File: src/rtl/tusca_pkg.sv
/*
 * Measurement widths, temperature level enum,
 * and fan PWM and servo timing constants.
 */
package tusca_pkg;

  // Sensor frame layout.
  localparam int BYTE_W  = 8;
  localparam int FRAME_W = 5 * BYTE_W;

  // Temperature level, one step per threshold reached.
  typedef enum logic [2:0] {
    NIVEL_0 = 3'd0,
    NIVEL_1 = 3'd1,
    NIVEL_2 = 3'd2,
    NIVEL_3 = 3'd3,
    NIVEL_4 = 3'd4
  } nivel_t;

  // Fan PWM, scaled down for simulation.
  localparam int PWM_PERIOD = 64;
  localparam int FAN_STEP   = 16;

  // Servo frame and pulse widths.
  localparam int SERVO_PERIOD = 256;
  localparam int SERVO_BASE   = 16;
  localparam int SERVO_STEP   = 8;

  // Counter widths.
  localparam int PWM_CNT_W   = $clog2(PWM_PERIOD);
  localparam int FAN_DUTY_W  = $clog2(PWM_PERIOD + 1);
  localparam int SERVO_CNT_W = $clog2(SERVO_PERIOD);
  localparam int SERVO_W     = $clog2(SERVO_PERIOD + 1);

endpackage

File: src/rtl/tusca_regs_pkg.sv
/*
 * Register map of the threshold block: address width,
 * register addresses and reset threshold values.
 */
package tusca_regs_pkg;

  localparam int ADDR_W = 5;

  typedef enum logic [ADDR_W-1:0] {
    REG_LIM_TEMP1   = 5'h00,
    REG_LIM_TEMP2   = 5'h04,
    REG_LIM_TEMP3   = 5'h08,
    REG_LIM_TEMP4   = 5'h0C,
    REG_LIM_UMIDADE = 5'h10
  } reg_addr_t;

  // Temperature limits must stay strictly ascending.
  localparam int unsigned LIM_TEMP1_RST   = 20;
  localparam int unsigned LIM_TEMP2_RST   = 25;
  localparam int unsigned LIM_TEMP3_RST   = 30;
  localparam int unsigned LIM_TEMP4_RST   = 35;
  localparam int unsigned LIM_UMIDADE_RST = 70;

endpackage

File: src/rtl/tusca_config_regs.sv
/*
 * APB slave for the temperature and humidity limits,
 * with the ascending-order check and sticky config error.
 */
`timescale 1ns/1ps

module tusca_config_regs
  import tusca_pkg::*, tusca_regs_pkg::*;
(
  input  logic              clock,
  input  logic              rst_n,
  input  logic              psel,
  input  logic              penable,
  input  logic              pwrite,
  input  logic [ADDR_W-1:0] paddr,
  input  logic [31:0]       pwdata,
  output logic [31:0]       prdata,
  output logic              pready,
  output logic              pslverr,
  output logic              erro_config,
  output logic [BYTE_W-1:0] lim_temp1,
  output logic [BYTE_W-1:0] lim_temp2,
  output logic [BYTE_W-1:0] lim_temp3,
  output logic [BYTE_W-1:0] lim_temp4,
  output logic [BYTE_W-1:0] lim_umidade
);

  logic [BYTE_W-1:0] wbyte;
  logic [BYTE_W-1:0] rbyte;
  logic              access;
  logic              mapped;
  logic              order_ok;
  logic              accept;

  assign wbyte  = pwdata[BYTE_W-1:0];
  assign access = psel && penable;
  assign pready = 1'b1; // No wait states.

  // Decode, readback and neighbour check.
  always_comb begin
    mapped   = 1'b1;
    order_ok = 1'b1;
    rbyte    = '0;
    case (reg_addr_t'(paddr))
      REG_LIM_TEMP1: begin
        rbyte    = lim_temp1;
        order_ok = wbyte < lim_temp2;
      end
      REG_LIM_TEMP2: begin
        rbyte    = lim_temp2;
        order_ok = (wbyte > lim_temp1) && (wbyte < lim_temp3);
      end
      REG_LIM_TEMP3: begin
        rbyte    = lim_temp3;
        order_ok = (wbyte > lim_temp2) && (wbyte < lim_temp4);
      end
      REG_LIM_TEMP4: begin
        rbyte    = lim_temp4;
        order_ok = wbyte > lim_temp3;
      end
      REG_LIM_UMIDADE: rbyte = lim_umidade;
      default:         mapped = 1'b0;
    endcase
  end

  assign prdata  = {{(32 - BYTE_W){1'b0}}, rbyte};
  assign pslverr = access && (!mapped || (pwrite && !order_ok));
  assign accept  = access && pwrite && mapped && order_ok;

  always_ff @(posedge clock) begin
    if (!rst_n) begin
      lim_temp1   <= BYTE_W'(LIM_TEMP1_RST);
      lim_temp2   <= BYTE_W'(LIM_TEMP2_RST);
      lim_temp3   <= BYTE_W'(LIM_TEMP3_RST);
      lim_temp4   <= BYTE_W'(LIM_TEMP4_RST);
      lim_umidade <= BYTE_W'(LIM_UMIDADE_RST);
      erro_config <= 1'b0;
    end else begin
      if (accept) begin
        case (reg_addr_t'(paddr))
          REG_LIM_TEMP1:   lim_temp1   <= wbyte;
          REG_LIM_TEMP2:   lim_temp2   <= wbyte;
          REG_LIM_TEMP3:   lim_temp3   <= wbyte;
          REG_LIM_TEMP4:   lim_temp4   <= wbyte;
          REG_LIM_UMIDADE: lim_umidade <= wbyte;
          default:         lim_umidade <= lim_umidade;
        endcase
      end
      if (pslverr && pwrite)
        erro_config <= 1'b1; // Held until a good write.
      else if (accept)
        erro_config <= 1'b0;
    end
  end

  a_slverr_in_access: assert property (
    @(posedge clock) disable iff (!rst_n) pslverr |-> psel && penable);

endmodule

File: src/rtl/tusca_frame_check.sv
/*
 * Pipeline stage 1: splits the sensor frame, checks the
 * checksum and registers the integer measurement bytes.
 */
`timescale 1ns/1ps

module tusca_frame_check
  import tusca_pkg::*;
(
  input  logic               clock,
  input  logic               rst_n,
  input  logic               frame_valid,
  input  logic [FRAME_W-1:0] frame_data,
  output logic               meas_valid,
  output logic               erro_medida,
  output logic [BYTE_W-1:0]  temperatura,
  output logic [BYTE_W-1:0]  umidade
);

  logic [BYTE_W-1:0] umid_int;
  logic [BYTE_W-1:0] umid_dec;
  logic [BYTE_W-1:0] temp_int;
  logic [BYTE_W-1:0] temp_dec;
  logic [BYTE_W-1:0] checksum;
  logic [BYTE_W-1:0] soma;
  logic              soma_ok;

  // Humidity first, checksum in the last byte.
  assign {umid_int, umid_dec, temp_int, temp_dec, checksum} = frame_data;

  assign soma    = umid_int + umid_dec + temp_int + temp_dec; // Wraps to 8 bits.
  assign soma_ok = soma == checksum;

  always_ff @(posedge clock) begin
    if (!rst_n) begin
      meas_valid  <= 1'b0;
      erro_medida <= 1'b0;
    end else begin
      meas_valid  <= frame_valid && soma_ok;
      erro_medida <= frame_valid && !soma_ok;
    end
  end

  // Measurement bytes only move on a good frame.
  always_ff @(posedge clock) begin
    if (frame_valid && soma_ok) begin
      temperatura <= temp_int;
      umidade     <= umid_int;
    end
  end

  a_valid_xor_err: assert property (
    @(posedge clock) disable iff (!rst_n) !(meas_valid && erro_medida));

endmodule

File: src/rtl/tusca_level_classifier.sv
/*
 * Pipeline stage 2: temperature level from four ascending
 * limits, and relay request from the humidity limit.
 */
`timescale 1ns/1ps

module tusca_level_classifier
  import tusca_pkg::*;
(
  input  logic              clock,
  input  logic              rst_n,
  input  logic              meas_valid,
  input  logic [BYTE_W-1:0] temperatura,
  input  logic [BYTE_W-1:0] umidade,
  input  logic [BYTE_W-1:0] lim_temp1,
  input  logic [BYTE_W-1:0] lim_temp2,
  input  logic [BYTE_W-1:0] lim_temp3,
  input  logic [BYTE_W-1:0] lim_temp4,
  input  logic [BYTE_W-1:0] lim_umidade,
  output logic              nivel_valid,
  output nivel_t            nivel,
  output logic              rele_req
);

  logic [3:0] atingido;
  logic [2:0] contagem;

  assign atingido[0] = temperatura >= lim_temp1;
  assign atingido[1] = temperatura >= lim_temp2;
  assign atingido[2] = temperatura >= lim_temp3;
  assign atingido[3] = temperatura >= lim_temp4;

  // Count of limits reached, not a priority encode.
  assign contagem = {2'b00, atingido[0]} + {2'b00, atingido[1]}
                  + {2'b00, atingido[2]} + {2'b00, atingido[3]};

  always_ff @(posedge clock) begin
    if (!rst_n) begin
      nivel_valid <= 1'b0;
      nivel       <= NIVEL_0;
      rele_req    <= 1'b0;
    end else begin
      nivel_valid <= meas_valid;
      if (meas_valid) begin
        nivel    <= nivel_t'(contagem);
        rele_req <= umidade > lim_umidade; // Strictly above.
      end
    end
  end

  a_nivel_range: assert property (
    @(posedge clock) disable iff (!rst_n) nivel <= NIVEL_4);

endmodule

File: src/rtl/tusca_actuator.sv
/*
 * Pipeline stage 3: relay register, fan PWM and servo pulse.
 * Fan and servo take a new level only at a period start.
 */
`timescale 1ns/1ps

module tusca_actuator
  import tusca_pkg::*;
(
  input  logic   clock,
  input  logic   rst_n,
  input  logic   nivel_valid,
  input  nivel_t nivel,
  input  logic   rele_req,
  output logic   rele,
  output logic   pwm_ventoinha,
  output logic   pwm_servo
);

  nivel_t                 nivel_atual;
  logic [PWM_CNT_W-1:0]   cnt_fan;
  logic [SERVO_CNT_W-1:0] cnt_servo;
  logic [FAN_DUTY_W-1:0]  duty_fan;
  logic [SERVO_W-1:0]     largura_servo;
  logic                   fim_fan;
  logic                   fim_servo;

  assign fim_fan   = cnt_fan == PWM_CNT_W'(PWM_PERIOD - 1);
  assign fim_servo = cnt_servo == SERVO_CNT_W'(SERVO_PERIOD - 1);

  // Pending level and relay.
  always_ff @(posedge clock) begin
    if (!rst_n) begin
      nivel_atual <= NIVEL_0;
      rele        <= 1'b0;
    end else if (nivel_valid) begin
      nivel_atual <= nivel;
      rele        <= rele_req;
    end
  end

  // Fan period counter, duty loaded for the next period.
  always_ff @(posedge clock) begin
    if (!rst_n) begin
      cnt_fan  <= '0;
      duty_fan <= '0;
    end else begin
      cnt_fan <= fim_fan ? '0 : cnt_fan + 1'b1;
      if (fim_fan)
        duty_fan <= FAN_DUTY_W'(nivel_atual) * FAN_DUTY_W'(FAN_STEP);
    end
  end

  always_ff @(posedge clock) begin
    if (!rst_n) begin
      cnt_servo     <= '0;
      largura_servo <= SERVO_W'(SERVO_BASE);
    end else begin
      cnt_servo <= fim_servo ? '0 : cnt_servo + 1'b1;
      if (fim_servo)
        largura_servo <= SERVO_W'(SERVO_BASE)
                       + SERVO_W'(nivel_atual) * SERVO_W'(SERVO_STEP);
    end
  end

  assign pwm_ventoinha = {1'b0, cnt_fan} < duty_fan;
  assign pwm_servo     = {1'b0, cnt_servo} < largura_servo;

  a_servo_fits: assert property (
    @(posedge clock) disable iff (!rst_n) largura_servo <= SERVO_W'(SERVO_PERIOD));

endmodule

File: src/rtl/tusca.sv
/*
 * Climate controller top: APB threshold registers and the
 * frame check, level and actuator pipeline.
 */
`timescale 1ns/1ps

module tusca
  import tusca_pkg::*, tusca_regs_pkg::*;
(
  input  logic               clock,
  input  logic               rst_n,
  input  logic               psel,
  input  logic               penable,
  input  logic               pwrite,
  input  logic [ADDR_W-1:0]  paddr,
  input  logic [31:0]        pwdata,
  output logic [31:0]        prdata,
  output logic               pready,
  output logic               pslverr,
  input  logic               frame_valid,
  input  logic [FRAME_W-1:0] frame_data,
  output logic               erro_medida,
  output logic               erro_config,
  output logic               nivel_valid,
  output nivel_t             nivel,
  output logic               rele,
  output logic               pwm_ventoinha,
  output logic               pwm_servo
);

  logic [BYTE_W-1:0] lim_temp1;
  logic [BYTE_W-1:0] lim_temp2;
  logic [BYTE_W-1:0] lim_temp3;
  logic [BYTE_W-1:0] lim_temp4;
  logic [BYTE_W-1:0] lim_umidade;
  logic              meas_valid;
  logic [BYTE_W-1:0] temperatura;
  logic [BYTE_W-1:0] umidade;
  logic              rele_req;

  tusca_config_regs config_regs (
    .clock(clock),
    .rst_n(rst_n),
    .psel(psel),
    .penable(penable),
    .pwrite(pwrite),
    .paddr(paddr),
    .pwdata(pwdata),
    .prdata(prdata),
    .pready(pready),
    .pslverr(pslverr),
    .erro_config(erro_config),
    .lim_temp1(lim_temp1),
    .lim_temp2(lim_temp2),
    .lim_temp3(lim_temp3),
    .lim_temp4(lim_temp4),
    .lim_umidade(lim_umidade)
  );

  tusca_frame_check frame_check (
    .clock(clock),
    .rst_n(rst_n),
    .frame_valid(frame_valid),
    .frame_data(frame_data),
    .meas_valid(meas_valid),
    .erro_medida(erro_medida),
    .temperatura(temperatura),
    .umidade(umidade)
  );

  tusca_level_classifier classifier (
    .clock(clock),
    .rst_n(rst_n),
    .meas_valid(meas_valid),
    .temperatura(temperatura),
    .umidade(umidade),
    .lim_temp1(lim_temp1),
    .lim_temp2(lim_temp2),
    .lim_temp3(lim_temp3),
    .lim_temp4(lim_temp4),
    .lim_umidade(lim_umidade),
    .nivel_valid(nivel_valid),
    .nivel(nivel),
    .rele_req(rele_req)
  );

  tusca_actuator actuator (
    .clock(clock),
    .rst_n(rst_n),
    .nivel_valid(nivel_valid),
    .nivel(nivel),
    .rele_req(rele_req),
    .rele(rele),
    .pwm_ventoinha(pwm_ventoinha),
    .pwm_servo(pwm_servo)
  );

endmodule

File: config.mk
export PLATFORM = sky130hd
export DESIGN_NAME = tusca
export DESIGN_NICKNAME = d
export VERILOG_FILES = /design/src/rtl/tusca_pkg.sv /design/src/rtl/tusca_regs_pkg.sv /design/src/rtl/tusca_config_regs.sv /design/src/rtl/tusca_frame_check.sv /design/src/rtl/tusca_level_classifier.sv /design/src/rtl/tusca_actuator.sv /design/src/rtl/tusca.sv
export SDC_FILE = /design/constraint.sdc
export NUM_CORES = 1
export LEC_CHECK = 0
export ABC_AREA = 1
export BUFFER_PORTS_ARGS = -buffer_cell sky130_fd_sc_hd__buf_4
export CORE_MARGIN = 5
export CORE_UTILIZATION = 51
export DETAILED_ROUTE_END_ITERATION = 8
export HOLD_SLACK_MARGIN = 0.08
export MAX_ROUTING_LAYER = met4
export PLACE_DENSITY = 0.89
export RECOVER_POWER = 50
export SETUP_SLACK_MARGIN = 0.4
export SLEW_MARGIN = 0
export SYNTH_ARGS = -nofsm -noshare
export SYNTH_HDL_FRONTEND = slang
export SYNTH_SLANG_ARGS = --single-unit
File: constraint.sdc
create_clock -name clock -period 3.7 [get_ports clock]
set_input_delay 0.185 -clock clock [delete_from_list [all_inputs] [get_ports clock]]
set_output_delay 0.185 -clock clock [all_outputs]
set_load 0.005 [all_outputs]
==> run summary <==
The run finished, with violations left. The final reports fail on capacitance limit, slew limit. The number of hold-slack violations in the final timing report came to 0.

The worst-case setup slack after placement is 0.151 ns. The final setup TNS is 0 ns. The commonest cells after synthesis are nand2_1 (160), inv_1 (139), ha_1 (87), nor2_1 (86), dfxtp_1 (73). The initial DRC count is about 600. Of the synthesized area, sequential elements account for 29.8%. The maximum clock frequency is 311 MHz. Data arrives at the worst endpoint at approximately 3.3 ns.

Headroom to the max-slew limit came out at -80.5%. Once the floorplan was initialized, standard cells occupied 51.8% of the core. The fraction of final layout cells with drive strength greater than 1 came out at 10.6%.

The wire length of the first global-routing pass is 26.9 mm. The clock tree from TritonCTS is done. The remaining design rule violation count is 0. The aggregate global routing overflow is 0.

The most common cell in the synthesized netlist is nand2_1. The floorplan die area is 15100 µm². The worst hold path belongs to the class input pin to flop. By area the synthesized netlist is led by dfxtp_1 (22%), ha_1 (17%), nand2_1 (9.2%). The synthesized area per cell is 7.69 µm². Summing all non-filler instances in the final layout gives an area of 7620 µm². The placed instances occupy a cell area of 7180 µm². Cells fill 60.6% of the core in the end. The clock transition at the registers of the reported paths is 0.07 ns. Power spread over the standard cell area amounts to around 330 nW/µm². Across every metal layer, demand over resource in global routing totals 22.8%. The maximum buffer depth of the clock tree came out at 2.

The synthesized design contains 89 register bits. Across the run, the number of max-cap violations was 1. The share of the cycle needed by the critical path after routing is 87.0%. The post-synthesis to final-layout area growth is 16.9%. The count of pins over their slew limit came out at 63. Summed over all cells, the static leakage comes to roughly 3.7 nW. Routability-driven placement finished with a final weighted congestion of slightly below 1. The net count of the finished layout is about 1100. The routed design has 16.2 mm of wire. The count of input and output buffers is 76. Counting the buffers created by CTS gives 9.

The total setup buffers inserted after CTS came out at 0. From left edge to right edge, the die measures ~120 µm. The number of antenna repair diodes came out at 0.

The data required time of the worst path came out at 3.77 ns. The yosys synthesis warning count came out at 0. The core region is 12600 µm². The number of failing setup endpoints in the final timing report is 0. The clock tree synthesis step divided the H-tree into 3 levels. The actual slew at the worst max-slew pin came out at roughly 2.7 ns. The overall die height is 123 µm. The largest net degree at the start of global routing came out at between 60 and 70. The critical path in this run is classified as input pin to flop. The maximum resistive drop on vdd came out at between 0.2 and 0.25 mV. For this block, the via count after detailed routing is 5914. Setup repair after global routing left no endpoint under its margin. The initial antenna violation count is 0.

The clock latency on the worst-skew pair came out at 0.35 ns. The cell taking the most area after synthesis is dfxtp_1. The iteration count of the initial detailed-routing pass came out at 5. STA classifies the critical path startpoint as an input pin. Counting flops with an async set or reset pin after synthesis yields a share of 0%.

On the worst path, the slowest cell contributes a delay of 0.55 ns. The highest fanout seen on the critical path is 16. The half-perimeter wire length of the detailed placement result is 12.3 mm. After synthesis, the largest area contributor takes up between 20% and 30% of total cell area. The I/O pin count is roughly 130. The worst-path cell with the longest stage delay is fa_2. The residual antenna-violating net count after detailed routing came out at 0. In the synthesized netlist the dominant register cell turns out to be dfxtp_1. The per-cell via count in the routed design is 5.32. The via count of the first global-routing pass came to 5934.

The clock sink count is 89. The final critical path time including I/O delays and setup came out at 3.22 ns. The synthesized netlist cell count came out at 847. After synthesis the cells add up to 6510 µm². Synthesis instantiated 38 different standard cells from the library. The count of flip-flops with a built-in enable after synthesis came out at 16. The worst setup path is captured at a flop. Across the routed clock network, the largest skew measured is 0.00516 ns. The tree is rooted in a clkbuf_16. Walking the worst path, the cells encountered are dlygate4sd3_1 -> clkbuf_4 -> inv_1 -> fa_1 -> inv_1 -> ha_1 -> fa_2 -> xnor2_1 -> nand3_1 -> nor2_2 -> nand3_1 -> nor2_2 -> nand3_2 -> nor2_4 -> buf_12. The final critical-path setup slack is 0.481 ns. Dividing the detail-routed wire length by the instance count gives 14.5 µm. The number of rows created at floorplan is 41. The final worst hold slack came out at 0.109 ns.
sequential cells by signal, summed over array words and instances, names as in the netlist:
name / count
actuator.cnt_servo: 8
config_regs.lim_temp3: 8
frame_check.umidade: 8
config_regs.lim_umidade: 8
actuator.rele: 1
classifier.nivel_valid: 1
config_regs.erro_config: 1
classifier.nivel: 3
classifier.rele_req: 1
config_regs.lim_temp2: 8
actuator.cnt_fan: 6
config_regs.lim_temp4: 8
frame_check.meas_valid: 1
actuator.largura_servo: 4
actuator.duty_fan: 3
config_regs.lim_temp1: 8
frame_check.temperatura: 8
actuator.nivel_atual: 3
frame_check.erro_medida: 1
logic make-up (layout without fill, tap and decap cells):
group / Yosys count / after routing / synth area share, %
other: 2 / 25 / 0.115
xor gates and xnor gates: 15 / 15 / 2.02
buffers and inverters: 188 / 258 / 12.5
AOI/OAI and AO/OA: 108 / 108 / 9.78
and+or+nand+nor: 343 / 343 / 24.5
DFF: 89 / 89 / 29.8
adders and majority gates: 102 / 102 / 21.3
critical path: cells and delay by family:
kind,cells,cell delay [ns]
AND/OR/NAND/NOR,6,0.77
buffers and inverters,5,0.91
adder cells (fa/ha/maj),3,1.32
XOR/XNOR,1,0.11
power by group:
group | switching (mW) | leakage [nW] | internal (mW)
registers | 0.00803 | 0.734 | 0.997
logic | 0.286 | 2.80 | 0.224
clock network | 0.423 | 0.162 | 0.579
total | 0.717 | 3.70 | 1.80
per-stage QoR:
stage | instances | power [mW]
after detailed placement | 1080 | 1.50
final | 1112 | 2.52
after global placement | 1080 | 1.47
after floorplan | 870 | 1.36
after global routing | 1112 | 2.63
after CTS | 1112 | 2.50
cells in the final DEF, fill, tap and decap left out, types with 14 or more instances in the layout:
master,n
a21oi_1,46
buf_4,52
clkbuf_1,17
conb_1,25
dfxtp_1,73
dlygate4sd3_1,16
edfxtp_1,16
fa_1,14
ha_1,86
inv_1,140
nand2_1,160
nand3_1,27
nand4_1,48
nor2_1,84
o21ai_0,30
area by class of cell:
type,count,area (µm²)
clock buffers,10,250
clock inverters,6,76.3
fillers,1086,4950
inverters,144,541
multi-input cells,593,3870
flip-flops and latches,89,1940
well taps,172,215
repair buffers,98,724
routing by layer:
metal	GRT usage (%)	share of wire, %
met1	28.0	41
met2	37.4	48
met5	-	0
met3	3.16	8.2
met4	10.9	3.3
final timing paths:
| kind | cells after the start | slack [ns] | start | to |
|---|---|---|---|---|
| setup reg to reg | 13 | 1.10 | config_regs.lim_temp2[7] | config_regs.lim_umidade[3] |
| hold reg to reg | 1 | 0.45 | actuator.cnt_fan[0] | actuator.cnt_fan[0] |
| hold / removal | 3 | 0.11 | frame_valid | frame_check.erro_medida |
| setup / recovery | 15 | 0.48 | frame_data[33] | frame_check.temperatura[0] |
timing repair:
action,in CTS,in global routing
endpoints found under the setup margin,0,16
resized for setup,0,5
endpoints found under the hold margin,16,0
hold buffers,16,0
No activity file was read; power rests on OpenSTA's default activity.
